**config.mk**
```make
export PLATFORM = sky130hd
export DESIGN_NAME = btn_debounce
export DESIGN_NICKNAME = d
export VERILOG_FILES = /design/src/btn_debounce.sv
export SDC_FILE = /design/constraint.sdc
export NUM_CORES = 1
export LEC_CHECK = 0
export BUFFER_PORTS_ARGS = -buffer_cell sky130_fd_sc_hd__buf_2
export CAP_MARGIN = 5
export CORE_UTILIZATION = 38
export CTS_BUF_LIST = sky130_fd_sc_hd__clkbuf_2
export DETAILED_ROUTE_END_ITERATION = 7
export PLACE_DENSITY = 0.53
export SETUP_SLACK_MARGIN = 0.1
export SLEW_MARGIN = 20
export SYNTH_ARGS = -nofsm -noshare
export SYNTH_HDL_FRONTEND = slang
export SYNTH_SLANG_ARGS = --single-unit
```
**constraint.sdc**
```tcl
create_clock -name CLK -period 5.67 [get_ports CLK]
set_input_delay 1.134 -clock CLK [delete_from_list [all_inputs] [get_ports CLK]]
set_output_delay 1.134 -clock CLK [all_outputs]
set_load 0.02 [all_outputs]
```
**src/btn_debounce.sv**
```systemverilog
// Button and switch debouncer
// Synchronizes each input bit and passes it on once it has held steady
`timescale 1ns/1ps

module btn_debounce #(
	parameter int WIDTH     = 7,
	parameter int DB_CYCLES = 500000
) (
	input  logic             CLK,
	input  logic             rst_n,
	input  logic [WIDTH-1:0] raw,
	output logic [WIDTH-1:0] db
);

	// Counter must reach DB_CYCLES-1
	localparam int CW = $clog2(DB_CYCLES + 1);

	logic [WIDTH-1:0] sync_a;
	logic [WIDTH-1:0] sync_b;
	logic [CW-1:0]    cnt [WIDTH];

	// Two-flop synchronizer, raw pins are asynchronous
	always_ff @(posedge CLK or negedge rst_n) begin
		if (!rst_n) begin
			sync_a <= '0;
			sync_b <= '0;
		end else begin
			sync_a <= raw;
			sync_b <= sync_a;
		end
	end

	// One stability counter per bit
	always_ff @(posedge CLK or negedge rst_n) begin
		if (!rst_n) begin
			db <= '0;
			for (int i = 0; i < WIDTH; i++) begin
				cnt[i] <= '0;
			end
		end else begin
			for (int i = 0; i < WIDTH; i++) begin
				if (sync_b[i] == db[i]) begin
					// Input agrees with output, nothing pending
					cnt[i] <= '0;
				end else if (cnt[i] == CW'(DB_CYCLES - 1)) begin
					// Held long enough, accept the new level
					db[i]  <= sync_b[i];
					cnt[i] <= '0;
				end else begin
					cnt[i] <= cnt[i] + 1'b1;
				end
			end
		end
	end

endmodule

```
==> flow_metrics.tcl <==
set metrics [dict create \
    hold_path_class "in2async" \
    ys_warn_count 0 \
    grt_max_degree 109 \
    synth_top_area_share 0.525 \
    outcome "complete, no violations" \
    avgSynthCellArea_um2 10.0 \
    vias 5252 \
    worst-path-buf-inv 1 \
    fill_cells 1832 \
    synth_commonest_cells "dfrtp_1, nor2_1, xnor2_1" \
    cts_root_buf "clkbuf_2" \
    fp-row-count 50 \
    cts_setup_buffers 0 \
    synth.largest_area_cell "dfrtp_1" \
    postCtsHoldBufs 0 \
    worstPathRequired_ns 4.54 \
    grt_antenna_before_repair 1 \
    netlist_instances 731 \
    cp_top_family "flip-flops" \
    clockBufferDepth 2 \
    cts_buffers 17 \
    synth.most_common_cell "dfrtp_1" \
    gr-total-overflow 0 \
    fin_worst_skew_ns 0.0285 \
    synth_ff_type "dfrtp_1" \
    wl_per_cell_um 13.0 \
    hold_viol 0 \
    h-tree-depth 4 \
    cp_slowest_stage_delay_ns 0.46 \
    cp_max_fo 3 \
    synth_area_um2 7350 \
    cts_tree "built" \
    slew_headroom 0.528 \
    wirelength_um 13400 \
    slowest_stage "dfrtp_1" \
    syn_nets 747 \
    path_clk_slew_ns 0.24 \
    gp_congestion 0.787 \
    cts_resized 0 \
    track_usage 0.148 \
    pin_count 16 \
    dpl.hpwl_um 9080 \
    fin_setup_tns_ns 0 \
    maxCapViolCount 0 \
    worstSetupPathType "reg2out" \
    synthArstFlopShare 1.00 \
    drt_first_iter_violations 331 \
    route.detailed.drc 0 \
    finalSetupViolCount 0 \
    critPathLaunchType "flip-flop" \
    routed_via_density 5.11 \
    final_layout_size_suffix_gt1_frac 0.0940 \
    path_cells "buf_2" \
    leakage_uw 0.00315 \
    yosysSeqAreaShare 0.525 \
    die_x_um 141 \
    min_period_ns 2.46 \
    synth-edff-count 0 \
    ant_nets 0 \
    post-route-period-util 0.434 \
    first_global_vias 5277 \
    drt_first_pass_iters 4 \
    yosys-top-cells-area "dfrtp_1, xnor2_1, nor2_1, xor2_1, nand3_1" \
    syn_to_final_growth_pct 9.10 \
    cp.arrival_ns 1.33 \
    rsz0062_at_grt "false" \
    power_uw 1890 \
    worst_pin_slew_ns 0.704 \
    ys_ff_latch 154 \
    die_area_um2 19900 \
    max_freq_mhz 406 \
    nNetsFinal 769 \
    power.density_nw_per_um2 236 \
    portBuffers 15 \
    clock_sinks 154 \
    maxSlewViolCount 0 \
    ys_types 40 \
    coreArea_um2 18800 \
    grt_pass1_wl_um 24000 \
    end_kind "primary output" \
    clk_latency_ns 0.70 \
    ir_drop_mv 0.145 \
    die_y_um 141 \
    initial_core_util 0.390 \
]
==> path summary, 6_finish.rpt <==
check,startpoint,endpoint,slack [ns],cells after the start
max,db[5],db[5],3.21,1
min,rst_n,cnt[109],0.26,1
max reg2reg,cnt[123],cnt[126],3.44,4
min reg2reg,sync_a[4],sync_b[4],0.38,0
max in group asynchronous,rst_n,cnt[76],4.10,3
min in group CLK,sync_a[4],sync_b[4],0.38,0
==> layer usage <==
metal | wire (um) | track usage
met1 | 6670 | 0.191
met2 | 6340 | 0.245
met3 | 292 | 0.0353
met4 | 78 | 0.0509
met5 | 0 | 0
==> power breakdown <==
| group | total [uW] | internal [uW] | switching (uW) |
|---|---|---|---|
| Clock | 687 | 289 | 398 |
| Combinational | 72.0 | 21.2 | 50.9 |
| Sequential | 1130 | 1120 | 15.5 |
==> cell type report <==
type	instances	area, um^2	area share
antenna	1	2.50	0.000312
clock buffer	17	85.1	0.0106
clock inverter	15	199	0.0248
inverter	25	93.8	0.0117
multi-input combinational	534	3310	0.413
sequential	154	3850	0.481
tap	260	325	0.0406
timing repair buffer	21	146	0.0183
==> placed cells by master, fill, tap and decap left out, types with 2 or more instances in the layout <==
cell        count
a21oi_1        37
and2_1          8
and3_1          4
and4_1          9
buf_2          14
buf_4           5
bufinv_16       4
clkbuf_2       17
clkinv_2        2
clkinv_4        3
clkinvlp_4      4
dfrtp_1       154
ha_1            7
inv_1          25
mux2_2          7
nand2_1        45
nand3_1        43
nand3b_1        2
nand4_1        27
nand4_2         2
nor2_1        105
nor3_1         18
nor4_1         15
nor4b_1         4
o21ai_0        20
o21ai_1         2
o21ai_4         3
o31ai_1        16
o31ai_2         2
or2_2           3
or3_1          28
or4_1          25
or4b_1          5
xnor2_1        56
xor2_1         33
==> registers in the layout, indices dropped and copies added (netlist names) <==
signal	cells
db	7
sync_a	7
cnt	133
sync_b	7
==> cell families after synthesis <==
kind of cell | after synthesis | synth area share
compound gates | 81 | 0.0678
xor+xnor | 89 | 0.106
buf+inv | 43 | 0.0250
simple gates | 350 | 0.254
mux | 7 | 0.0107
fa+ha+maj | 7 | 0.0119
flops | 154 | 0.525
==> stage by stage <==
step	hold slack (ns)	std cells	worst slack [ns]	util	cell area (um^2)
final	0.263	1027	3.21	0.426	8010
after global routing	0.139	1027	3.05	0.426	8010
after CTS	0.381	1025	3.08	0.424	7980
after detailed placement	0.336	993	3.08	0.409	7700
after global placement	0.331	993	3.13	0.409	7700
after floorplan	0.331	731	3.66	-	7350
==> worst reg2reg max path: cells and delay by family, from the launching register on <==
family | cells | cell delay [ns]
flip-flops | 1 | 0.48
AND/OR/NAND/NOR | 3 | 1.19
AO/OA/AOI/OAI | 1 | 0.43
(Power assumes the default switching activity.)
