[src/board_pkg.sv]
// Board I/O subsystem shared types
// Bus word and address types, register map and FSM state encodings
package board_pkg;

	// One data word on the core bus and in memory
	typedef logic [31:0] word_t;

	// Core bus word address
	typedef logic [9:0] addr_t;

	// Data memory address width, 256 words
	localparam int MEM_AW = 8;

	// Start of register space, memory mirrored below it
	localparam addr_t IO_BASE = 10'h200;

	// Register offsets from IO_BASE
	typedef enum logic [1:0] {
		REG_LED   = 2'd0,	// r/w, bits 3:0
		REG_INPUT = 2'd1,	// ro, debounced buttons and switches
		REG_INT   = 2'd2,	// enable on write, pending on read
		REG_DUMP  = 2'd3	// dump start on write, busy on read
	} reg_sel_e;

	// Serial transmitter states
	typedef enum logic [1:0] {
		TX_IDLE,
		TX_START,
		TX_DATA,
		TX_STOP
	} tx_state_e;

	// Memory dump sequencer states
	typedef enum logic [1:0] {
		DUMP_IDLE,
		DUMP_READ,
		DUMP_SEND,
		DUMP_WAIT
	} dump_state_e;

endpackage

[src/uart_tx.sv]
// UART transmitter, 8N1
// Start bit, eight data bits LSB first, one stop bit at a fixed bit period
`timescale 1ns/1ps

module uart_tx #(
	parameter int CLKS_PER_BIT = 434
) (
	input  logic       CLK,
	input  logic       rst_n,
	input  logic [7:0] tx_data,
	input  logic       tx_start,
	output logic       tx_busy,
	output logic       line
);

	localparam int CW = (CLKS_PER_BIT > 1) ? $clog2(CLKS_PER_BIT) : 1;

	board_pkg::tx_state_e state;
	logic [CW-1:0]        cnt;
	logic [2:0]           bit_idx;
	logic [7:0]           shreg;
	logic                 bit_end;

	// Last cycle of the current bit period
	assign bit_end = (cnt == CW'(CLKS_PER_BIT - 1));

	assign tx_busy = (state != board_pkg::TX_IDLE);

	always_ff @(posedge CLK or negedge rst_n) begin
		if (!rst_n) begin
			state   <= board_pkg::TX_IDLE;
			cnt     <= '0;
			bit_idx <= '0;
			shreg   <= '0;
			line    <= 1'b1;
		end else begin
			case (state)
				board_pkg::TX_IDLE: begin
					line <= 1'b1;
					cnt  <= '0;
					if (tx_start) begin
						// Latch the byte and pull the line low for start
						shreg <= tx_data;
						line  <= 1'b0;
						state <= board_pkg::TX_START;
					end
				end
				board_pkg::TX_START: begin
					if (bit_end) begin
						cnt     <= '0;
						bit_idx <= '0;
						line    <= shreg[0];
						shreg   <= shreg >> 1;
						state   <= board_pkg::TX_DATA;
					end else begin
						cnt <= cnt + 1'b1;
					end
				end
				board_pkg::TX_DATA: begin
					if (bit_end) begin
						cnt <= '0;
						if (bit_idx == 3'd7) begin
							// Stop bit
							line  <= 1'b1;
							state <= board_pkg::TX_STOP;
						end else begin
							bit_idx <= bit_idx + 1'b1;
							line    <= shreg[0];
							shreg   <= shreg >> 1;
						end
					end else begin
						cnt <= cnt + 1'b1;
					end
				end
				board_pkg::TX_STOP: begin
					if (bit_end) begin
						cnt   <= '0;
						state <= board_pkg::TX_IDLE;
					end else begin
						cnt <= cnt + 1'b1;
					end
				end
				default: state <= board_pkg::TX_IDLE;
			endcase
		end
	end

endmodule

[config.mk]
export PLATFORM = sky130hd
export DESIGN_NAME = uart_tx
export DESIGN_NICKNAME = d
export VERILOG_FILES = /design/src/board_pkg.sv /design/src/uart_tx.sv
export SDC_FILE = /design/constraint.sdc
export NUM_CORES = 1
export LEC_CHECK = 0
export ABC_AREA = 1
export BUFFER_PORTS_ARGS = -buffer_cell sky130_fd_sc_hd__buf_4
export CORE_UTILIZATION = 62
export DETAILED_ROUTE_END_ITERATION = 12
export MAX_ROUTING_LAYER = met4
export PLACE_DENSITY = 0.83
export SLEW_MARGIN = 20
export SYNTH_ARGS = -nofsm -noshare
export SYNTH_HDL_FRONTEND = slang
export SYNTH_SLANG_ARGS = --single-unit
[constraint.sdc]
create_clock -name CLK -period 3 [get_ports CLK]
set_input_delay 0.45 -clock CLK [delete_from_list [all_inputs] [get_ports CLK]]
set_output_delay 0.45 -clock CLK [all_outputs]
set_load 0.02 [all_outputs]
==> results.py <==
metrics = {
    "global_routing": {
        "busiest_layer": "met2",
        "track_usage": 0.249,
        "antenna_found_initial": 0,
        "gr-usage-met2": 0.419,
        "grt_max_degree": 24,
        "grt_use_met3": 0.0374,
        "grt_overflow_total": 0,
        "grt_pass1_vias": 1020,
        "grt_pass1_wl_um": 4370,
        "grtUsageMet1": 0.305,
    },
    "sta": {
        "holdWs_ps": 465,
        "period_minus_slack_ps": 1800,
        "tightest_slew_ps": 464,
        "period_share": 0.599,
        "slew_headroom": 0.690,
        "grt_setup_unrepaired": "false",
        "clock_skew_ps": 1.81,
        "setup_viol": 0,
        "fmax_mhz": 557,
        "drv_slew": 0,
        "tns_ps": 0,
        "hold_viol_final": 0,
    },
    "clock_network": {
        "ctsResizeCount": 0,
        "cts_max_path_buffers": 2,
        "cts-root-buf": "clkbuf_4",
        "tritoncts": "built",
        "clock_sinks": 23,
        "numCtsBuffers": 3,
        "clock_latency_ps": 320,
        "clk_pin_slew_worst_paths_ps": 130,
        "htreeDepth": 1,
    },
    "floorplan": {
        "coreArea_sq_um": 2000,
        "io_pins": 13,
        "dieHeight_um": 48.8,
        "dieWidth_um": 48.8,
        "start_util": 0.679,
        "num_rows": 16,
        "dieArea_sq_um": 2380,
    },
    "routing": {
        "route.detailed.wl_per_inst_um": 11.8,
        "wirelength_um": 2530,
        "drcViolationCount": 0,
        "drt_iter0_markers": 30,
        "vias": 1106,
        "vias_per_cell": 5.17,
        "dr.pass1.iters": 4,
        "ant_nets": 0,
    },
    "cells_and_area": {
        "drive_gt1_frac": 0.155,
        "area_growth_pct": 10.9,
        "antenna_cells": 0,
        "nNetsFinal": 208,
    },
    "worst_setup_path": {
        "worst_path_dominant_cell_family": "flip-flops",
        "crit_path_top_delay_cell": "dfrtp_1",
        "slowest_delay_ps": 440,
        "startpoint_type": "flip-flop",
        "arrival_ps": 1350,
        "worstPathCellList": "inv_1 > ha_1 > inv_2 > buf_4",
        "critPathCaptureType": "output port",
        "critPathRequiredTime_ps": 2550,
        "critPathBufInv": 3,
        "worstSetupPathType": "flip-flop to output port",
        "worstPathMaxFanout": 4,
    },
    "placement": {
        "dp_hpwl_um": 1940,
        "port_buffers": 12,
        "place_congestion": 0.837,
    },
    "power": {
        "p_per_area_nw_per_um2": 882,
        "vdd_drop_max_v": 0.000678,
        "p_leak_nw": 0.800,
    },
    "yosys": {
        "synth_top_area_share": 0.405,
        "synth_warnings": 0,
        "synthCells": 173,
        "synth.most_common_cell": "nand2_1",
        "synth_top_area_cell": "dfrtp_1",
        "synthSimpleGateAreaFrac": 0.344,
        "synth.area.top_cells": "dfrtp_1, nand2_1, ha_1, inv_1, nor2_1",
        "synthDistinctLibCells": 28,
        "netlist_top_cells_count": "nand2_1, dfrtp_1, inv_1",
        "synth_xor_area_frac": 0.0129,
        "synth_seq_cells": 23,
        "synth_edf_count": 0,
        "synth-main-ff-cell": "dfrtp_1",
        "netlist_area_sq_um": 1360,
        "syn_nets": 193,
        "synth-async-reset-ratio": 1.00,
        "yosysSeqAreaShare": 0.424,
        "synth_fa_ha_area_frac": 0.0828,
        "synth_top_family_by_area": "simple AND/OR/NAND/NOR gates",
        "avgSynthCellArea_sq_um": 7.86,
        "synth_compound_gate_area_share": 0.0626,
        "muxShareOfSynthArea": 0,
    },
    "hold_path": {
        "min-delay-path-class": "input pin to flip-flop",
    },
    "run_status": {
        "status": "complete, no violations",
    },
    "run": {
        "drv_cap": 0,
    },
}
## cells by family after synthesis
group / after synthesis
simple gates: 99
compound gates: 14
xor+xnor: 2
buf+inv: 26
flops: 23
fa+ha+maj: 9
## cell type report
type                            instances  area, sq um
Timing Repair Buffer                   13          100
Inverter                               23         86.3
Clock buffer                            3         22.5
Tap cell                               27         33.8
Clock inverter                          1         5.00
Multi-Input combinational cell        124          683
Fill cell                             163          494
Sequential cell                        23          577
## sequential cells by signal, summed over array words and instances, names as in the netlist
| signal | cells |
|---|---|
| bit_idx | 3 |
| cnt | 9 |
| state | 2 |
| line | 1 |
| shreg | 8 |
## placed cells by master (no fill, tap or decap), types with 2 or more instances in the layout
cell type   n
ha_1        9
buf_4      12
nor3_1      3
o21ai_0     7
nor2_1     18
nand3_1     6
dfrtp_1    22
nand2_2     3
inv_2       2
a21oi_1     3
clkbuf_4    3
nand4_1    10
inv_1      21
nand2_1    52
## metrics by stage
stage               utilization  instances  cell area (sq um)  setup slack [ps]  power (W)
floorplan                     -        173               1360              1530    0.00103
global placement          0.734        209               1470              1440    0.00116
detailed placement        0.734        209               1470              1390    0.00119
CTS                       0.753        214               1510              1190    0.00134
global route              0.753        214               1510              1120    0.00146
finish                    0.753        214               1510              1200    0.00133
## worst paths after layout
path	startpoint	endpoint	slack, ps	depth (start not counted)
min in group asynchronous	rst_n	bit_idx[0]$_DFFE_PN0P_	540	2
setup reg to reg	state[0]$_DFFE_PN0P_	shreg[7]$_DFFE_PN0P_	1370	8
setup / recovery	state[0]$_DFFE_PN0P_	tx_busy	1200	4
max in group asynchronous	rst_n	line$_DFFE_PN1P_	2180	2
hold reg to reg	line$_DFFE_PN1P_	line$_DFFE_PN1P_	480	2
hold / removal	tx_data[7]	shreg[7]$_DFFE_PN0P_	460	5
## tightest hold or removal path, stage by stage
cell and delay [ps]:
buf_4 110, inv_1 40, nor2_1 30, nand4_1 70, nand2_1 60
## metal layers
layer	wire length [um]	up-vias
li1	-	576
met1	1090	495
met2	1290	29
met3	96	6
met4	51	0
met5	0	-
## power breakdown
| part | leakage (nW) | internal (W) | switching, W |
|---|---|---|---|
| Clock | 0.0177 | 0.0000499 | 0.0000976 |
| Combinational | 0.481 | 0.000258 | 0.000449 |
| Sequential | 0.301 | 0.000409 | 0.0000656 |
## what timing repair did
item	4_1_cts	5_1_grt
hold endpoints to repair	10	0
endpoints found under the setup margin	0	0
buffers inserted	0	0
hold buffers	1	0
Note: power is estimated with default switching activity, not from simulation.
