==> src/board_pkg.sv <==
// Board I/O subsystem shared types
// Bus word and address types, register map and FSM state encodings
package board_pkg;

	// One data word on the core bus and in memory
	typedef logic [31:0] word_t;

	// Core bus word address
	typedef logic [9:0] addr_t;

	// Data memory address width, 256 words
	localparam int MEM_AW = 8;

	// Start of register space, memory mirrored below it
	localparam addr_t IO_BASE = 10'h200;

	// Register offsets from IO_BASE
	typedef enum logic [1:0] {
		REG_LED   = 2'd0,	// r/w, bits 3:0
		REG_INPUT = 2'd1,	// ro, debounced buttons and switches
		REG_INT   = 2'd2,	// enable on write, pending on read
		REG_DUMP  = 2'd3	// dump start on write, busy on read
	} reg_sel_e;

	// Serial transmitter states
	typedef enum logic [1:0] {
		TX_IDLE,
		TX_START,
		TX_DATA,
		TX_STOP
	} tx_state_e;

	// Memory dump sequencer states
	typedef enum logic [1:0] {
		DUMP_IDLE,
		DUMP_READ,
		DUMP_SEND,
		DUMP_WAIT
	} dump_state_e;

endpackage

==> src/bus_regs.sv <==
// Core bus decoder and I/O register block
// LED, input status, interrupt enable/pending and dump control registers
`timescale 1ns/1ps

module bus_regs (
	input  logic                         CLK,
	input  logic                         rst_n,
	// Core bus
	input  board_pkg::addr_t              addr,
	input  board_pkg::word_t              wdata,
	input  logic                         we,
	output board_pkg::word_t              rdata,
	// Debounced buttons 3:0 and switches 6:4
	input  logic [6:0]                   db_in,
	output logic [3:0]                   led,
	output logic                         int_sig,
	// Data memory port A
	output logic [board_pkg::MEM_AW-1:0] mem_addr,
	output board_pkg::word_t              mem_wdata,
	output logic                         mem_we,
	input  board_pkg::word_t              mem_rdata,
	// Dump engine control
	output logic                         dump_start,
	output logic [8:0]                   dump_count,
	input  logic                         dump_busy
);

	logic                io_sel;
	logic                io_we;
	board_pkg::reg_sel_e sel;
	logic [6:0]          int_en;
	logic [6:0]          int_pend;
	logic [6:0]          int_clr;
	logic [6:0]          db_prev;
	logic                start_ok;
	board_pkg::word_t    reg_rdata;
	board_pkg::word_t    reg_rdata_q;
	logic                rd_io_q;

	// Address decode, memory below IO_BASE
	assign io_sel = (addr >= board_pkg::IO_BASE);
	assign io_we  = we && io_sel;
	assign sel    = board_pkg::reg_sel_e'(addr[1:0]);

	// Memory mirrored on the low address bits
	assign mem_addr  = addr[board_pkg::MEM_AW-1:0];
	assign mem_wdata = wdata;
	assign mem_we    = we && !io_sel;

	// Write ones at 22:16 of REG_INT to clear pending
	assign int_clr = (io_we && sel == board_pkg::REG_INT) ? wdata[22:16] : 7'd0;

	// Start only with a nonzero count and an idle engine
	assign start_ok = io_we && (sel == board_pkg::REG_DUMP) && (wdata[8:0] != 9'd0)
		&& !dump_busy;

	// Register read mux
	always_comb begin
		reg_rdata = '0;
		case (sel)
			board_pkg::REG_LED:   reg_rdata[3:0] = led;
			board_pkg::REG_INPUT: reg_rdata[6:0] = db_in;
			board_pkg::REG_INT:   reg_rdata[6:0] = int_pend;
			board_pkg::REG_DUMP:  reg_rdata[0]   = dump_busy;
			default:              reg_rdata      = '0;
		endcase
	end

	// Control registers
	always_ff @(posedge CLK or negedge rst_n) begin
		if (!rst_n) begin
			led        <= '0;
			int_en     <= '0;
			int_pend   <= '0;
			db_prev    <= '0;
			int_sig    <= 1'b0;
			dump_start <= 1'b0;
			rd_io_q    <= 1'b0;
		end else begin
			if (io_we && sel == board_pkg::REG_LED) begin
				led <= wdata[3:0];
			end
			if (io_we && sel == board_pkg::REG_INT) begin
				int_en <= wdata[6:0];
			end
			// Any edge on an input sets its pending bit, set wins over clear
			db_prev  <= db_in;
			int_pend <= (int_pend & ~int_clr) | (db_in ^ db_prev);
			int_sig  <= |(int_pend & int_en);
			dump_start <= start_ok;
			// Remember read source to line up with memory latency
			rd_io_q <= io_sel;
		end
	end

	// Payload registers
	always_ff @(posedge CLK) begin
		reg_rdata_q <= reg_rdata;
		if (start_ok) begin
			dump_count <= wdata[8:0];
		end
	end

	assign rdata = rd_io_q ? reg_rdata_q : mem_rdata;

endmodule

==> config.mk <==
export PLATFORM = sky130hd
export DESIGN_NAME = bus_regs
export DESIGN_NICKNAME = d
export VERILOG_FILES = /design/src/board_pkg.sv /design/src/bus_regs.sv
export SDC_FILE = /design/constraint.sdc
export NUM_CORES = 1
export LEC_CHECK = 0
export ABC_AREA = 0
export BUFFER_PORTS_ARGS = -buffer_cell sky130_fd_sc_hd__buf_2
export CAP_MARGIN = 10
export CORE_UTILIZATION = 40
export DETAILED_ROUTE_END_ITERATION = 8
export HOLD_SLACK_MARGIN = 0.03
export MAX_ROUTING_LAYER = met4
export PLACE_DENSITY = 0.84
export SLEW_MARGIN = 20
export SYNTH_ARGS = -nofsm -noshare
export SYNTH_HDL_FRONTEND = slang
export SYNTH_SLANG_ARGS = --single-unit
==> constraint.sdc <==
create_clock -name CLK -period 1.3 [get_ports CLK]
set_clock_uncertainty 0.1 [all_clocks]
set_input_delay 0.065 -clock CLK [delete_from_list [all_inputs] [get_ports CLK]]
set_output_delay 0.065 -clock CLK [all_outputs]
set_load 0.005 [all_outputs]
==> flow_metrics.env <==
export IMPL_most_area_consuming_cells_after_synthesis="dfrtp_1 31%, buf_4 14%, edfxtp_1 12%, mux2_2 9.1%, nor2b_1 8.1%"
export IMPL_r2r_setup_slack_ns=0.16
export IMPL_overflow=0
export IMPL_synth_sequential_area_ratio_pct=49.78
export IMPL_netlist_cell_type_count=23
export IMPL_setup_slack_placement_ns=-0.02295
export IMPL_max_slew_margin_pct=58.03
export IMPL_drt_wirelength_per_cell_um=16.03
export IMPL_ctsRootBufferMaster="clkbuf_8"
export IMPL_synthesis_nets=279
export IMPL_timing_rr_start="led[2]"
export IMPL_criticalPathCategory="reg -> out"
export IMPL_place_inst=349
export IMPL_die_h_um=76.70
export IMPL_synthFlopType="dfrtp_1"
export IMPL_crit_path_capture_type="primary output"
export IMPL_initial_utilization_pct=42.62
export IMPL_synth_enable_flop_cells=9
export IMPL_critical_path_peak_fanout=11
export IMPL_power_frac_clock_pct=26.4
export IMPL_postSynth_asyncResetShare_pct=63.64
export IMPL_pwr_share_seq_pct=51.9
export IMPL_clock_sink_count=44
export IMPL_hold_start="addr[3]"
export IMPL_post_synth_instance_area_um2=2232
export IMPL_routed_via_density=4.837
export IMPL_timing_critical_path_cells="buf_12 -> mux2_2 -> buf_2"
export IMPL_seq_area_um2=1112
export IMPL_synthesis_stage_register_bit_count=44
export IMPL_top_achievable_clock_speed_mhz=695.3
export IMPL_design_area_um2=3164
export IMPL_tritoncts_buffers=5
export IMPL_drc=0
export IMPL_whs_endpoint="mem_addr[3]"
export IMPL_pin_count_of_the_biggest_net_entering_global_routing=29
export IMPL_area_of_combinational_cells_with_multiple_inputs_um2=842.1
export IMPL_share_comb_of_total_power_pct=21.7
export IMPL_status="finished with violations"
export IMPL_port_buffers=127
export IMPL_final_cell_count_no_fill=387
export IMPL_clock_tree_from_tritoncts="done"
export IMPL_globalRouteMet2Util_pct=38.48
export IMPL_rows=26
export IMPL_leading_cell_type_in_the_layout_fill_and_taps_excluded="buf_2"
export IMPL_fin_crit_sh_pct=110.6
export IMPL_dr_pass1_iterations=4
export IMPL_grt_busiest_layer="met2"
export IMPL_grt_pass1_vias=1832
export IMPL_r2r_end="reg_rdata_q[2]"
export IMPL_drv_cap=0
export IMPL_power_density_nw_per_um2=978.8
export IMPL_global_route_usage_met3_pct=6.786
export IMPL_worst_hold_path_type="in -> out"
export IMPL_p_sw_share_pct=25.72
export IMPL_area_growth_syn_to_layout_pct=41.76
export IMPL_dpl_instance_area_um2=2710
export IMPL_number_of_endpoints_with_negative_hold_slack_in_the_final_report=0
export IMPL_detailroute_via_count=1872
export IMPL_mostFrequentLayoutCells="126 x buf_2, 27 x dfrtp_1, 26 x dlygate4sd3_1, 18 x mux2_2, 17 x nor2b_1"
export IMPL_insertion_delay_ns=0.29
export IMPL_arrival_ns=1.27
export IMPL_synthDominantAreaCellType="dfrtp_1"
export IMPL_startpoint_type="flop"
export IMPL_switchingPower_w=0.0007965
export IMPL_place_congestion=0.8308
export IMPL_floorplan_die_width_um=76.70
export IMPL_slowest_delay_ns=0.39
export IMPL_irDropWorstVdd_mv=0.8102
export IMPL_routed_wire_length_um=6202
export IMPL_grt_setup_unrepaired="yes"
export IMPL_number_of_antenna_violations_at_the_first_check_in_global_routing=1
export IMPL_cellInternalPower_w=0.002301
export IMPL_fillCellCount=444
export IMPL_final_antenna_net_count=0
export IMPL_ctsHtreeMaxLevel=2
export IMPL_data_required_time_at_the_worst_endpoint_ns=1.13
export IMPL_setup_ws_ns=-0.1382
export IMPL_global_route_wire_length_before_repair_um=9515
export IMPL_finish_net_count=405
export IMPL_final_setup_viol_count=30
export IMPL_post_synth_inst_count=189
export IMPL_clk_transition_reported_paths_ns=0.08
export IMPL_netlist_area_leader_share_pct=31.39
export IMPL_grt_total_usage_pct=21.78
export IMPL_dr_first_iter_drc_count=52
export IMPL_timing_hold_worst_path_depth=0
export IMPL_final_layout_size_suffix_gt1_share_pct=56.96
export IMPL_grtUsageMet1_pct=23.02
export IMPL_crit_path_top_delay_cell="dfrtp_2"
export IMPL_post_synth_cell_area_avg_um2=11.81
export IMPL_layout_min_cycle_time_ns=1.438
export IMPL_io_pins=173
export IMPL_placeable_core_region_um2=5238
export IMPL_synth_yosys_warnings=0
export IMPL_drv_slew=0
export IMPL_detailed_place_hpwl_um=4637
export IMPL_cts_path_max_buffers=2
export IMPL_area_of_the_die_um2=5883
export IMPL_reg2regPathDepth=2
export IMPL_measured_slew_at_the_worst_slew_check_pin_ns=0.6295
export IMPL_violated_checks="negative setup slack"
export IMPL_static_leakage_power_nw=1.533
state kept, by name, indices dropped and copies added (netlist names):
signal / count
int_pend: 7
dump_count: 9
rd_io_q: 1
db_prev: 7
reg_rdata_q: 7
int_sig: 1
led: 4
int_en: 7
dump_start: 1
critical path: cells and delay by family (launching register included):
kind / cells / cell delay (ns)
buffers and inverters: 2 / 0.26
multiplexers: 1 / 0.33
flip-flops: 1 / 0.39
layer usage:
layer  vias to the layer above  part of all wire (%)
met2                       126                    53
met3                         9                   8.9
met4                         0                   1.4
met1                       871                    37
met5                         -                     0
li1                        866                     -
how the worst max path moves through the flow:
stage	from	endpoint	slack (ns)	cells after the start
after floorplan	we	dump_count[0]	0.12	3
after global placement	addr[0]	int_en[2]	-0.002	5
after detailed placement	addr[0]	int_en[6]	-0.02	5
after CTS	rd_io_q	rdata[3]	-0.16	3
after global routing	rd_io_q	rdata[3]	-0.19	3
final	rd_io_q	rdata[3]	-0.14	3
cells by family (layout without fill, tap and decap cells):
group,after synthesis,count (layout),synth area share [%]
buffers and inverters,50,177,15.69
other,0,1,0
AO/OA/AOI/OAI,18,18,6.559
AND/OR/NAND/NOR,46,46,12.89
adder cells (fa/ha/maj),5,5,2.803
multiplexers,19,19,9.529
flip-flops,44,44,49.78
XOR/XNOR,7,7,2.747
cell usage after synthesis (all sizes together), types with 4 or more instances:
library cell and n:
ha 5, a22oi 5, nor2b 29, buf 44
nor2 4, mux2 18, dfxtp 7, a222oi 5
dfrtp 28, edfxtp 9, a21o 7, nand4 7
xor2 7
stage by stage:
| stage | power [W] | hold WS [ns] | util (%) | TNS (ns) |
|---|---|---|---|---|
| finish | 0.003097 | 0.03000 | 60.42 | -2.056 |
| global route | 0.003235 | 0.03001 | 60.42 | -3.852 |
| CTS | 0.003129 | 0.03003 | 60.25 | -3.872 |
| detailed placement | 0.002210 | 0.02206 | 51.74 | -0.1409 |
| global placement | 0.002193 | 0.004903 | 51.74 | -0.01182 |
| floorplan | 0.001962 | -0.3306 | - | 0 |
power by group through the flow:
stage / logic (W) / registers (W) / clock network [W]
floorplan: 0.000354 / 0.00161 / 0
global placement: 0.000565 / 0.00163 / 0
detailed placement: 0.000577 / 0.00163 / 0
CTS: 0.000679 / 0.00161 / 0.000844
global route: 0.000733 / 0.00162 / 0.000884
finish: 0.000672 / 0.00161 / 0.000818
layout make-up:
cell class	instances	area share, %
clock buffer	6	2.293
tap	70	2.768
clock inverter	2	0.3559
inverter	3	0.3559
antenna	1	0.07908
sequential	44	35.15
multi-input combinational	95	26.61
timing repair buffer	166	32.38
what timing repair did:
| item | 4_1_cts | 5_1_grt |
|---|---|---|
| hold buffers | 26 | 0 |
| pin swaps | 0 | 0 |
| hold endpoints to repair | 69 | 0 |
| resized for setup | 11 | 8 |
| setup endpoints to repair | 18 | 32 |
| buffers inserted | 2 | 1 |
| cloned | 1 | 0 |
Power figures use the tool's default switching activity.
