$ cat config.mk
export PLATFORM = sky130hd
export DESIGN_NAME = mem_dump
export DESIGN_NICKNAME = d
export VERILOG_FILES = /design/src/board_pkg.sv /design/src/mem_dump.sv
export SDC_FILE = /design/constraint.sdc
export NUM_CORES = 1
export LEC_CHECK = 0
export BUFFER_PORTS_ARGS = -buffer_cell sky130_fd_sc_hd__clkbuf_2
export CORE_UTILIZATION = 52
export CTS_CLUSTER_SIZE = 28
export DETAILED_ROUTE_END_ITERATION = 12
export PLACE_DENSITY = 0.77
export SLEW_MARGIN = 20
export SYNTH_ARGS = -nofsm -noshare
export SYNTH_HDL_FRONTEND = slang
export SYNTH_SLANG_ARGS = --single-unit
$ cat constraint.sdc
create_clock -name CLK -period 3.1 [get_ports CLK]
set_clock_uncertainty 0.2 [all_clocks]
set_input_delay 0.31 -clock CLK [delete_from_list [all_inputs] [get_ports CLK]]
set_output_delay 0.31 -clock CLK [all_outputs]
set_load 0.005 [all_outputs]
$ cat src/board_pkg.sv
// Board I/O subsystem shared types
// Bus word and address types, register map and FSM state encodings
package board_pkg;

	// One data word on the core bus and in memory
	typedef logic [31:0] word_t;

	// Core bus word address
	typedef logic [9:0] addr_t;

	// Data memory address width, 256 words
	localparam int MEM_AW = 8;

	// Start of register space, memory mirrored below it
	localparam addr_t IO_BASE = 10'h200;

	// Register offsets from IO_BASE
	typedef enum logic [1:0] {
		REG_LED   = 2'd0,	// r/w, bits 3:0
		REG_INPUT = 2'd1,	// ro, debounced buttons and switches
		REG_INT   = 2'd2,	// enable on write, pending on read
		REG_DUMP  = 2'd3	// dump start on write, busy on read
	} reg_sel_e;

	// Serial transmitter states
	typedef enum logic [1:0] {
		TX_IDLE,
		TX_START,
		TX_DATA,
		TX_STOP
	} tx_state_e;

	// Memory dump sequencer states
	typedef enum logic [1:0] {
		DUMP_IDLE,
		DUMP_READ,
		DUMP_SEND,
		DUMP_WAIT
	} dump_state_e;

endpackage

$ cat src/mem_dump.sv
// Memory dump engine
// Reads words from address 0 and sends each as four bytes, LSB first, over UART
`timescale 1ns/1ps

module mem_dump (
	input  logic                         CLK,
	input  logic                         rst_n,
	input  logic                         dump_start,
	input  logic [8:0]                   dump_count,
	output logic                         dump_busy,
	output logic [board_pkg::MEM_AW-1:0] dump_addr,
	input  board_pkg::word_t              dump_rdata,
	output logic [7:0]                   tx_data,
	output logic                         tx_start,
	input  logic                         tx_busy
);

	board_pkg::dump_state_e       state;
	logic [board_pkg::MEM_AW-1:0] addr_q;
	logic [8:0]                   words_left;
	logic [1:0]                   byte_idx;
	logic                         rd_wait;
	board_pkg::word_t             word_q;

	assign dump_busy = (state != board_pkg::DUMP_IDLE);
	assign dump_addr = addr_q;

	// Byte select, LSB first
	assign tx_data  = word_q[byte_idx*8 +: 8];
	// Hand off only when the transmitter is free
	assign tx_start = (state == board_pkg::DUMP_SEND) && !tx_busy;

	always_ff @(posedge CLK or negedge rst_n) begin
		if (!rst_n) begin
			state      <= board_pkg::DUMP_IDLE;
			addr_q     <= '0;
			words_left <= '0;
			byte_idx   <= '0;
			rd_wait    <= 1'b0;
		end else begin
			case (state)
				board_pkg::DUMP_IDLE: begin
					if (dump_start) begin
						addr_q     <= '0;
						words_left <= dump_count;
						rd_wait    <= 1'b0;
						state      <= board_pkg::DUMP_READ;
					end
				end
				board_pkg::DUMP_READ: begin
					// First cycle issues the read, second takes the data
					rd_wait <= !rd_wait;
					if (rd_wait) begin
						byte_idx <= '0;
						state    <= board_pkg::DUMP_SEND;
					end
				end
				board_pkg::DUMP_SEND: begin
					if (!tx_busy) begin
						state <= board_pkg::DUMP_WAIT;
					end
				end
				board_pkg::DUMP_WAIT: begin
					// Transmitter went busy on the accept edge, wait for the stop bit
					if (!tx_busy) begin
						if (byte_idx != 2'd3) begin
							byte_idx <= byte_idx + 1'b1;
							state    <= board_pkg::DUMP_SEND;
						end else if (words_left == 9'd1) begin
							words_left <= '0;
							state      <= board_pkg::DUMP_IDLE;
						end else begin
							words_left <= words_left - 1'b1;
							addr_q     <= addr_q + 1'b1;
							rd_wait    <= 1'b0;
							state      <= board_pkg::DUMP_READ;
						end
					end
				end
				default: state <= board_pkg::DUMP_IDLE;
			endcase
		end
	end

	// Word latch
	always_ff @(posedge CLK) begin
		if (state == board_pkg::DUMP_READ && rd_wait) begin
			word_q <= dump_rdata;
		end
	end

endmodule

==> summary.txt, run 1 <==
Logic synthesis
  • Sequential cell area fraction in the yosys report: 61.1%
  • Async set-reset flop share out of synthesis: 40.7%
  • Dominant synthesized flop cell: edfxtp_1
  • Syn Area/Cell: 13.2 µm²
  • Post-synthesis share of cell area spent on and, or, nand and nor gates: 12.4%
  • Syn Inst Count: 188
  • Total of flip-flops plus latches after synthesis: 54
  • Proportion of synthesized area in mux cells: 9.30%
  • Warnings, synthesis: 0
  • Syn nets: 237
  • Adder and majority gate portion of the synthesized area: 2.02%
  • Area fraction in compound gates after synthesis: 11.7%
  • Combinational family with the most area after synthesis: simple AND/OR/NAND/NOR gates
  • Post-synthesis cell area: 0.00247 mm²
  • Synth cell types: 48
  • Post-synth EDFFs: 32
  • XOR/XNOR share of the synthesized area: 0%

Detailed routing
  • Initial drt markers: 121
  • Drt first pass iters: 10
  • Post-detailed-route DRC marker count: 2
  • Total routed wirelength: 5.04 mm
  • Wirelength per Cell: 14.9 µm
  • Detail-routed via count per cell: 5.39
  • Number of vias in the routed layout: 1,828
  • Number of nets with antenna violations after routing: 0

Setup path
  • Max FO, Critical Path: 17
  • Kind of start point of the critical path: flop
  • Worst setup path class: reg -> reg
  • Worst EP arrival: 2.54 ns
  • Kind of end point of the critical path: flop
  • WP data required: 3.11 ns

Layout
  • Layout cell share with drive strength beyond 1: 30.3%
  • Layout overhead on the synthesized area: 31.2%
  • NumNets Final: 335
  • Antenna diode count: 0
  • Final cell count without fillers: 339

Power and ir drop
  • Switching share of power: 34.9%
  • Switch Pwr: 800 µW
  • Cell leakage power: 0.00133 µW
  • Max rail drop VDD: 419 µV
  • Share of power burned in the clock network: 17.0%
  • Total power consumption of the routed design: 2290 µW
  • Sequential share of power: 47.8%
  • Power per Cell Area: 705 mW/mm²
  • Combinational power share: 35.3%
  • P_int: 1490 µW

STA
  • Final-report hold violation count: 0
  • Setup-failing EPs final: 0
  • Max frequency: 396 MHz
  • Worst max-slew margin expressed relative to the limit: 32.4%
  • Fin crit share: 81.5%
  • Worst slew pin tran: 1.01 ns
  • RSZ-0062 raised after global routing: no
  • Time the final worst path needs with I/O delays and setup: 2.53 ns
  • Final sum of negative setup slack: 0 ns
  • Max-slew violation total from the final report: 0

GRT
  • GR Util met2: 35.4%
  • Antenna violations before repair: 0
  • Met3 GRT Util: 4.42%
  • Global Route met1 Usage: 28.9%
  • Pin count of the biggest net entering global routing: 34
  • Global route hottest layer: met2
  • Via count of the first global-routing pass: 1,769
  • Wire length of the first global-routing pass: 8.22 mm
  • Overall global routing resource usage: 21.3%
  • Total congestion overflow after global routing: 0

Clock tree
  • Clock H-tree levels: 2
  • Buffer cell driving the clock tree root: clkbuf_8
  • Clk pin slew, worst setup/hold paths: 0.09 ns
  • Clock network latency to the later pin of the worst-skew pair: 0.31 ns
  • Total clock buffers created by CTS: 5
  • Number of clock sinks seen by CTS: 54
  • CTS tree: yes
  • Max clock buf depth: 2

Floorplan
  • Area of the core region: 0.00447 mm²
  • Standard-cell row count: 24
  • Initial core utilization: 55.3%
  • Vertical extent of the die: 71.0 µm
  • Number of I/O pins: 63
  • Die Span X: 71.0 µm
  • Die footprint: 0.00504 mm²

Min path
  • Class of the most critical hold timing path: in -> reg

Placed design
  • Total of buffers placed on input and output ports: 62
  • Instance count after placement with tap cells included: 298
  • Final HPWL DP: 3.24 mm
  • Final weighted congestion in routability-driven placement: 0.768

Run status
  • Violations in the final reports: design-rule violations
  • Outcome: complete, but fails checks

Run
  • Number of max-capacitance violations reported: 0
[cell families (layout without fill, tap and decap cells)]
group | after synthesis | in the layout
flip-flops | 54 | 54
AND/OR/NAND/NOR | 56 | 56
adder cells (fa/ha/maj) | 4 | 4
AO/OA/AOI/OAI | 44 | 44
buffers and inverters | 17 | 116
multiplexers | 13 | 13
[sequential cells by signal, indices dropped and copies added, names as in the netlist]
register,count
word_q,32
words_left,9
dump_addr,8
byte_idx,2
state,2
rd_wait,1
[per-stage QoR]
| step | worst slack, ns | hold slack, ns | instance area [µm²] | utilization, % |
|---|---|---|---|---|
| 2_1_floorplan | 0.975 | -0.186 | 2470 | - |
| 3_3_place_gp | 0.679 | 0.132 | 2830 | 63.2 |
| 3_5_place_dp | 0.578 | 0.131 | 2830 | 63.2 |
| 4_1_cts | 0.563 | 0.0478 | 3250 | 72.6 |
| 5_1_grt | 0.387 | 0.0528 | 3250 | 72.6 |
| 6_report | 0.572 | 0.0624 | 3250 | 72.6 |
[timing repair]
item	in CTS	in global routing
endpoints found under the hold margin	54	0
hold buffers	33	0
resized for setup	0	0
setup buffers	0	0
[synth_stat cells (all sizes together) (2+ instances only)]
| cell type | n | area (µm²) |
|---|---|---|
| ha | 4 | 50.1 |
| nor2 | 11 | 41.3 |
| buf | 6 | 35.0 |
| mux4 | 8 | 180 |
| o31ai | 2 | 15.0 |
| and2 | 2 | 12.5 |
| o21ai | 9 | 45.0 |
| nor3 | 4 | 20.0 |
| nand2b | 2 | 12.5 |
| dfrtp | 22 | 551 |
| nor3b | 2 | 20.0 |
| edfxtp | 32 | 961 |
| mux2i | 5 | 50.1 |
| nand3 | 5 | 25.0 |
| a22oi | 3 | 22.5 |
| nor4 | 4 | 25.0 |
| nand2 | 15 | 56.3 |
| o22ai | 4 | 25.0 |
| a21oi | 11 | 55.1 |
| or3 | 2 | 13.8 |
| a32oi | 3 | 26.3 |
| or4 | 2 | 15.0 |
| clkbuf | 2 | 17.5 |
| inv | 9 | 33.8 |
[power by group through the flow]
| stage | Sequential [µW] | Combinational (µW) | Clock [µW] |
|---|---|---|---|
| 2_1_floorplan | 1030 | 603 | 0 |
| 5_1_grt | 1120 | 904 | 426 |
| 4_1_cts | 1090 | 807 | 398 |
| 6_report | 1090 | 808 | 388 |
| 3_5_place_dp | 1110 | 774 | 0 |
| 3_3_place_gp | 1100 | 755 | 0 |
[layout make-up]
class,instances,area (µm²)
flip-flops and latches,54,1510
clock inverters,3,20.0
repair buffers,99,671
fillers,323,1230
clock buffers,5,68.8
inverters,9,33.8
multi-input cells,117,877
well taps,52,65.1
[cells in the final DEF, fill, tap and decap left out, types with 2 or more instances in the layout]
| cell | synthesis | routed |
|---|---|---|
| or4_1 | 2 | 2 |
| edfxtp_1 | 32 | 32 |
| o21ai_0 | 9 | 9 |
| a21oi_1 | 11 | 11 |
| ha_1 | 4 | 4 |
| nor4_1 | 4 | 4 |
| dlygate4sd3_1 | 0 | 33 |
| dfrtp_1 | 22 | 22 |
| nor2_1 | 11 | 11 |
| clkbuf_2 | 0 | 62 |
| o22ai_1 | 4 | 4 |
| nand2_1 | 15 | 15 |
| nor3_1 | 4 | 4 |
| o31ai_1 | 2 | 2 |
| a22oi_1 | 3 | 3 |
| a32oi_1 | 3 | 3 |
| mux2i_1 | 5 | 5 |
| buf_4 | 0 | 4 |
| nand3_1 | 5 | 5 |
| mux4_2 | 8 | 8 |
| nand2b_1 | 2 | 2 |
| inv_1 | 9 | 9 |
| and2_1 | 2 | 2 |
| clkbuf_8 | 1 | 5 |
[final timing paths]
check	from	to	slack (ns)	depth (start not counted)
setup / recovery	byte_idx[1]	words_left[7]	0.57	5
hold / removal	dump_count[7]	words_left[7]	0.06	3
setup reg to reg	byte_idx[1]	words_left[7]	0.57	5
hold reg to reg	dump_addr[7]	dump_addr[7]	0.34	2
max in group asynchronous	rst_n	rd_wait	2.01	2
min in group asynchronous	rst_n	state[1]	0.32	2
[worst max-delay path, stage by stage (launching register included)]
cell and delay, ns:
dfrtp_1 0.54, ha_1 0.33, and4b_1 0.25, nor2_1 0.79
o21ai_0 0.20, o311ai_1 0.12
[per-layer routing]
layer,share of wire [%],vias up,wire (µm)
met1,46,868,2320
li1,-,924,-
met5,0,-,0
met2,51,34,2570
met3,2.5,2,126
met4,0.46,0,23
Power figures use the tool's default switching activity.
==> run 2: changes to the inputs <==
==> constraint.sdc (replaced) <==
create_clock -name CLK -period 2.4 [get_ports CLK]
set_clock_uncertainty 0.2 [all_clocks]
set_input_delay 0.24 -clock CLK [delete_from_list [all_inputs] [get_ports CLK]]
set_output_delay 0.24 -clock CLK [all_outputs]
set_load 0.005 [all_outputs]
==> run 2 against run 1 <==
  * The run still ends with design-rule violations left
  * Register-to-register slack worse by 0.27 ns
  * Clock power rose by 26%
  * Power rose by 30%
  * Cell count is 0.59% higher
  * Wire length up 1.6%
  * Non-clock buffer count grew 2
  * Cell area is 1.0% higher
  * Die area unchanged
  * Critical endpoint is now words_left[6]
  * Largest cell class unchanged
==> summary.txt, run 2 (synthesis gave the netlist of run 1 again) <==
Detailed routing
  • Number of nets with antenna violations after routing: 0
  • Initial drt markers: 116
  • Wirelength per Cell: 15.0 µm
  • Number of vias in the routed layout: 1,906
  • Post-detailed-route DRC marker count: 3
  • Total routed wirelength: 5.12 mm
  • Detail-routed via count per cell: 5.59
  • Drt first pass iters: 8

GRT
  • Wire length of the first global-routing pass: 8.41 mm
  • Overall global routing resource usage: 21.5%
  • Pin count of the biggest net entering global routing: 34
  • Via count of the first global-routing pass: 1,867
  • Antenna violations before repair: 0
  • Total congestion overflow after global routing: 0

Clock tree
  • Max clock buf depth: 2
  • Clk pin slew, worst setup/hold paths: 0.09 ns
  • CTS tree: yes
  • Clock H-tree levels: 2
  • Setup repair bufs after CTS: 0
  • Buffer cell driving the clock tree root: clkbuf_8
  • Clock network latency to the later pin of the worst-skew pair: 0.29 ns
  • Number of clock sinks seen by CTS: 54
  • Total clock buffers created by CTS: 5

Floorplan
  • Initial core utilization: 55.3%
  • Vertical extent of the die: 71.0 µm
  • Standard-cell row count: 24
  • Die footprint: 0.00504 mm²
  • Die Span X: 71.0 µm
  • Number of I/O pins: 63
  • Area of the core region: 0.00447 mm²

Setup path
  • Worst EP arrival: 2.12 ns
  • First element of the critical path: words_left[0]
  • Count of cells along the worst register-to-register path: 6
  • Worst reg2reg endpoint: words_left[6]
  • End point of the critical path: words_left[6]
  • Max FO, Critical Path: 4
  • R2R Setup Slk: 0.30 ns
  • WP data required: 2.42 ns
  • Worst setup path class: reg -> reg
  • Kind of end point of the critical path: flop
  • Kind of start point of the critical path: flop
  • Critical R2R Launch: words_left[0]

Power and ir drop
  • Cell leakage power: 0.00135 µW
  • Max rail drop VDD: 622 µV
  • Power per Cell Area: 909 mW/mm²

STA
  • Time the final worst path needs with I/O delays and setup: 2.10 ns
  • Max-slew violation total from the final report: 0
  • Worst max-slew margin expressed relative to the limit: 56.9%
  • RSZ-0062 raised after global routing: no
  • Setup-failing EPs final: 0
  • Max frequency: 476 MHz
  • Fin crit share: 87.5%
  • Final sum of negative setup slack: 0 ns
  • Worst slew pin tran: 0.646 ns
  • Final-report hold violation count: 0

Run
  • Number of max-capacitance violations reported: 0

Layout
  • Commonest cells after routing, fill and taps aside: 62 x clkbuf_2, 34 x dlygate4sd3_1, 32 x edfxtp_1, 22 x dfrtp_1, 15 x nand2_1
  • Reg with most FFs: word_q
  • Antenna diode count: 0
  • Layout cell share with drive strength beyond 1: 31.8%
  • Flip-flop count of the largest register, all copies and words added: 32
  • Final cell count without fillers: 341
  • NumNets Final: 337
  • Most common library cell in the layout ignoring fill and taps: clkbuf_2
  • Layout overhead on the synthesized area: 32.6%

Placed design
  • Total of buffers placed on input and output ports: 62
  • Final HPWL DP: 3.33 mm
  • Final weighted congestion in routability-driven placement: 0.799
  • Instance count after placement with tap cells included: 299

Min path
  • Class of the most critical hold timing path: in -> reg
  • Worst hold start: dump_count[1]

Run status
  • Outcome: complete, but fails checks
  • Violations in the final reports: design-rule violations
run 2: where the power goes:
| part | internal, µW | leakage (µW) | switching, µW |
|---|---|---|---|
| registers | 1210 | 0.000570 | 184 |
| clock network | 207 | 0.0000452 | 282 |
| logic | 517 | 0.000734 | 579 |
| total | 1940 | 0.00135 | 1050 |
run 2: metrics by stage:
step / utilization (%) / setup slack [ns] / area (µm²) / power (µW) / hold slack, ns
global placement: 63.4 / 0.209 / 2840 / 2400 / 0.0563
finish: 73.3 / 0.299 / 3280 / 2980 / 0.0402
CTS: 72.9 / 0.0975 / 3260 / 2980 / 0.0277
floorplan: - / 0.275 / 2470 / 2110 / -0.256
global route: 73.3 / 0.156 / 3280 / 3190 / 0.0649
detailed placement: 63.4 / 0.119 / 2840 / 2440 / 0.0601
run 2: worst min path at each step:
stage	endpoint	depth (start not counted)
2_1_floorplan	byte_idx[0]	0
5_1_grt	words_left[8]	3
3_3_place_gp	words_left[4]	1
3_5_place_dp	words_left[4]	1
4_1_cts	words_left[2]	3
6_report	words_left[1]	3
run 2: routing by layer:
metal | global-route usage [%] | vias to the layer above | routed length [µm]
met4 | 4.00 | 0 | 23
met5 | 0 | - | 0
li1 | - | 930 | -
met1 | 27.7 | 938 | 2220
met3 | 4.56 | 4 | 164
met2 | 37.9 | 34 | 2710
run 2: cell type report:
cell class,instances,area (µm²)
repair buffers,101,688
clock buffers,6,72.6
flip-flops and latches,54,1510
fillers,310,1190
inverters,9,33.8
clock inverters,2,13.8
multi-input cells,117,896
well taps,52,65.1
run 2: worst max-delay path, stage by stage, from the launching register on:
cell,delay (ns)
dfrtp_1,0.42
inv_1,0.10
ha_1,0.21
or3b_2,0.51
nor3_1,0.25
a32oi_1,0.14
o22ai_1,0.18
run 2: repair_timing:
| action | in CTS | in global routing |
|---|---|---|
| gates resized for setup | 0 | 4 |
| hold buffers | 34 | 0 |
| endpoints found under the hold margin | 55 | 0 |
| endpoints found under the setup margin | 0 | 9 |
==> run 3: changes to the inputs <==
--- a/config.mk
+++ b/config.mk
@@ -6,10 +6,12 @@
 export NUM_CORES = 1
 export LEC_CHECK = 0
 export BUFFER_PORTS_ARGS = -buffer_cell sky130_fd_sc_hd__clkbuf_2
-export CORE_UTILIZATION = 52
+export CORE_UTILIZATION = 54
+export CTS_BUF_LIST = sky130_fd_sc_hd__clkbuf_8
 export CTS_CLUSTER_SIZE = 28
 export DETAILED_ROUTE_END_ITERATION = 12
-export PLACE_DENSITY = 0.77
+export PLACE_DENSITY = 0.8
+export RECOVER_POWER = 100
 export SLEW_MARGIN = 20
 export SYNTH_ARGS = -nofsm -noshare
 export SYNTH_HDL_FRONTEND = slang
==> run 3 against run 2 <==
  * The flow now finishes without violations
  * Wire length up 9.1%
  * Cell count is 0.29% higher
  * Largest cell class unchanged
  * Worst hold slack lost 0.036 ns
  * Maximum frequency fell by 6.6%
  * Worst setup slack got worse by 0.15 ns
  * Global-route usage is 3.0 points higher
  * Core utilization up 0.91 points
  * Sequential power about the same
==> summary.txt, run 3 (synthesis gave the netlist of run 1 again) <==
Run status
  • Outcome: completed

Clock tree
  • CTS tree: yes
  • Clk pin slew, worst setup/hold paths: 0.10 ns
  • Number of clock sinks seen by CTS: 54
  • Setup repair bufs after CTS: 0
  • Clock H-tree levels: 2
  • Clock network latency to the later pin of the worst-skew pair: 0.31 ns
  • Max clock buf depth: 2
  • Buffer cell driving the clock tree root: clkbuf_8
  • Total clock buffers created by CTS: 5

STA
  • Time the final worst path needs with I/O delays and setup: 2.25 ns
  • RSZ-0062 raised after global routing: no
  • Worst max-slew margin expressed relative to the limit: 20.3%
  • Max-slew violation total from the final report: 0
  • Setup-failing EPs final: 0
  • Worst slew pin tran: 1.20 ns
  • Final-report hold violation count: 0
  • Final sum of negative setup slack: 0 ns
  • Fin crit share: 93.7%
  • Max frequency: 445 MHz

Layout
  • NumNets Final: 337
  • Flip-flop count of the largest register, all copies and words added: 32
  • Area taken by multi-input logic gates: 880 µm²
  • Number of fill cells: 279
  • Sequential cell area in the final layout: 0.00151 mm²
  • Layout cell share with drive strength beyond 1: 28.0%
  • Commonest cells after routing, fill and taps aside: 56 x clkbuf_2, 34 x dlygate4sd3_1, 32 x edfxtp_1, 22 x dfrtp_1, 15 x nand2_1
  • Reg with most FFs: word_q
  • Total non-filler cell area in the finished layout: 0.00325 mm²
  • Final cell utilization of the core: 74.2%
  • Most common library cell in the layout ignoring fill and taps: clkbuf_2
  • Layout overhead on the synthesized area: 31.5%

GRT
  • Antenna violations before repair: 1
  • Met3 GRT Util: 4.94%
  • Via count of the first global-routing pass: 1,972
  • Total congestion overflow after global routing: 0
  • Wire length of the first global-routing pass: 9.09 mm
  • Overall global routing resource usage: 24.5%
  • Global route hottest layer: met2
  • Pin count of the biggest net entering global routing: 33
  • GR Util met2: 42.6%
  • Global Route met1 Usage: 29.7%

Setup path
  • Kind of start point of the critical path: flop
  • Worst EP arrival: 2.22 ns
  • Max FO, Critical Path: 11
  • Kind of end point of the critical path: flop
  • WP data required: 2.37 ns
  • Worst setup path class: reg -> reg

Floorplan
  • Vertical extent of the die: 69.7 µm
  • Die Span X: 69.7 µm
  • Number of I/O pins: 63
  • Die footprint: 0.00486 mm²
  • Initial core utilization: 56.4%
  • Standard-cell row count: 24
  • Area of the core region: 0.00438 mm²

Placed design
  • Post-Place Cell Area: 0.00284 mm²
  • Total of buffers placed on input and output ports: 62
  • Final HPWL DP: 3.36 mm
  • Final weighted congestion in routability-driven placement: 0.803

Run
  • Number of max-capacitance violations reported: 0

Detailed routing
  • Initial drt markers: 132
  • Detail-routed via count per cell: 5.66
  • Number of nets with antenna violations after routing: 0
  • Wirelength per Cell: 16.3 µm
  • Drt first pass iters: 4
  • Number of vias in the routed layout: 1,937
  • Post-detailed-route DRC marker count: 0
  • Total routed wirelength: 5.58 mm

Power and ir drop
  • Cell leakage power: 0.00132 µW
  • Max rail drop VDD: 559 µV
  • Power per Cell Area: 921 mW/mm²

Min path
  • Class of the most critical hold timing path: in -> reg
run 3: layout make-up:
type	count	area share, %
flip-flops and latches	54	46.4
multi-input cells	117	27.0
repair buffers	101	20.7
clock buffers	5	2.11
well taps	52	2.00
inverters	9	1.04
clock inverters	3	0.615
diodes	1	0.0769
run 3: routing by layer:
| metal | vias up | routed length, µm |
|---|---|---|
| met5 | - | 0 |
| met1 | 923 | 2330 |
| met3 | 15 | 225 |
| li1 | 930 | - |
| met4 | 0 | 163 |
| met2 | 69 | 2860 |
run 3: power by group:
| part | total [µW] | internal (µW) | switching (µW) |
|---|---|---|---|
| combinational | 1080 | 493 | 590 |
| sequential | 1400 | 1220 | 185 |
| clock | 515 | 206 | 309 |
| total | 3000 | 1910 | 1080 |
run 3: worst max-delay path, cell delays in order, from the launching register on:
cell and delay (ns):
dfrtp_1 0.41, inv_1 0.09, ha_1 0.16, nor4b_1 0.44, a21oi_1 0.38, a32oi_1 0.31
o22ai_1 0.11
run 3: final timing paths:
kind / start / end / slack [ns] / depth (start not counted)
worst min register to register: words_left[1] / words_left[1] / 0.34 / 2
min in group asynchronous: rst_n / dump_addr[7] / 0.49 / 2
worst max-delay path: words_left[1] / words_left[5] / 0.15 / 6
worst max register to register: words_left[1] / words_left[5] / 0.15 / 6
max in group asynchronous: rst_n / state[0] / 0.81 / 2
worst min-delay path: dump_count[1] / words_left[1] / 0.004 / 3
run 3: timing repair:
item | 4_1_cts | 5_1_grt
hold buffers | 34 | 0
endpoints found under the setup margin | 0 | 3
gates resized for setup | 0 | 1
hold endpoints to repair | 55 | 0
run 3: per-stage QoR:
step	cells	hold slack [ns]	total power, µW	worst slack [ns]
after global placement	299	0.0559	2410	0.208
after detailed placement	299	0.0669	2450	0.109
after CTS	341	0.00443	3000	0.120
after global routing	342	0.0482	3160	0.0133
final	342	0.00423	3000	0.151
after floorplan	188	-0.256	2110	0.275
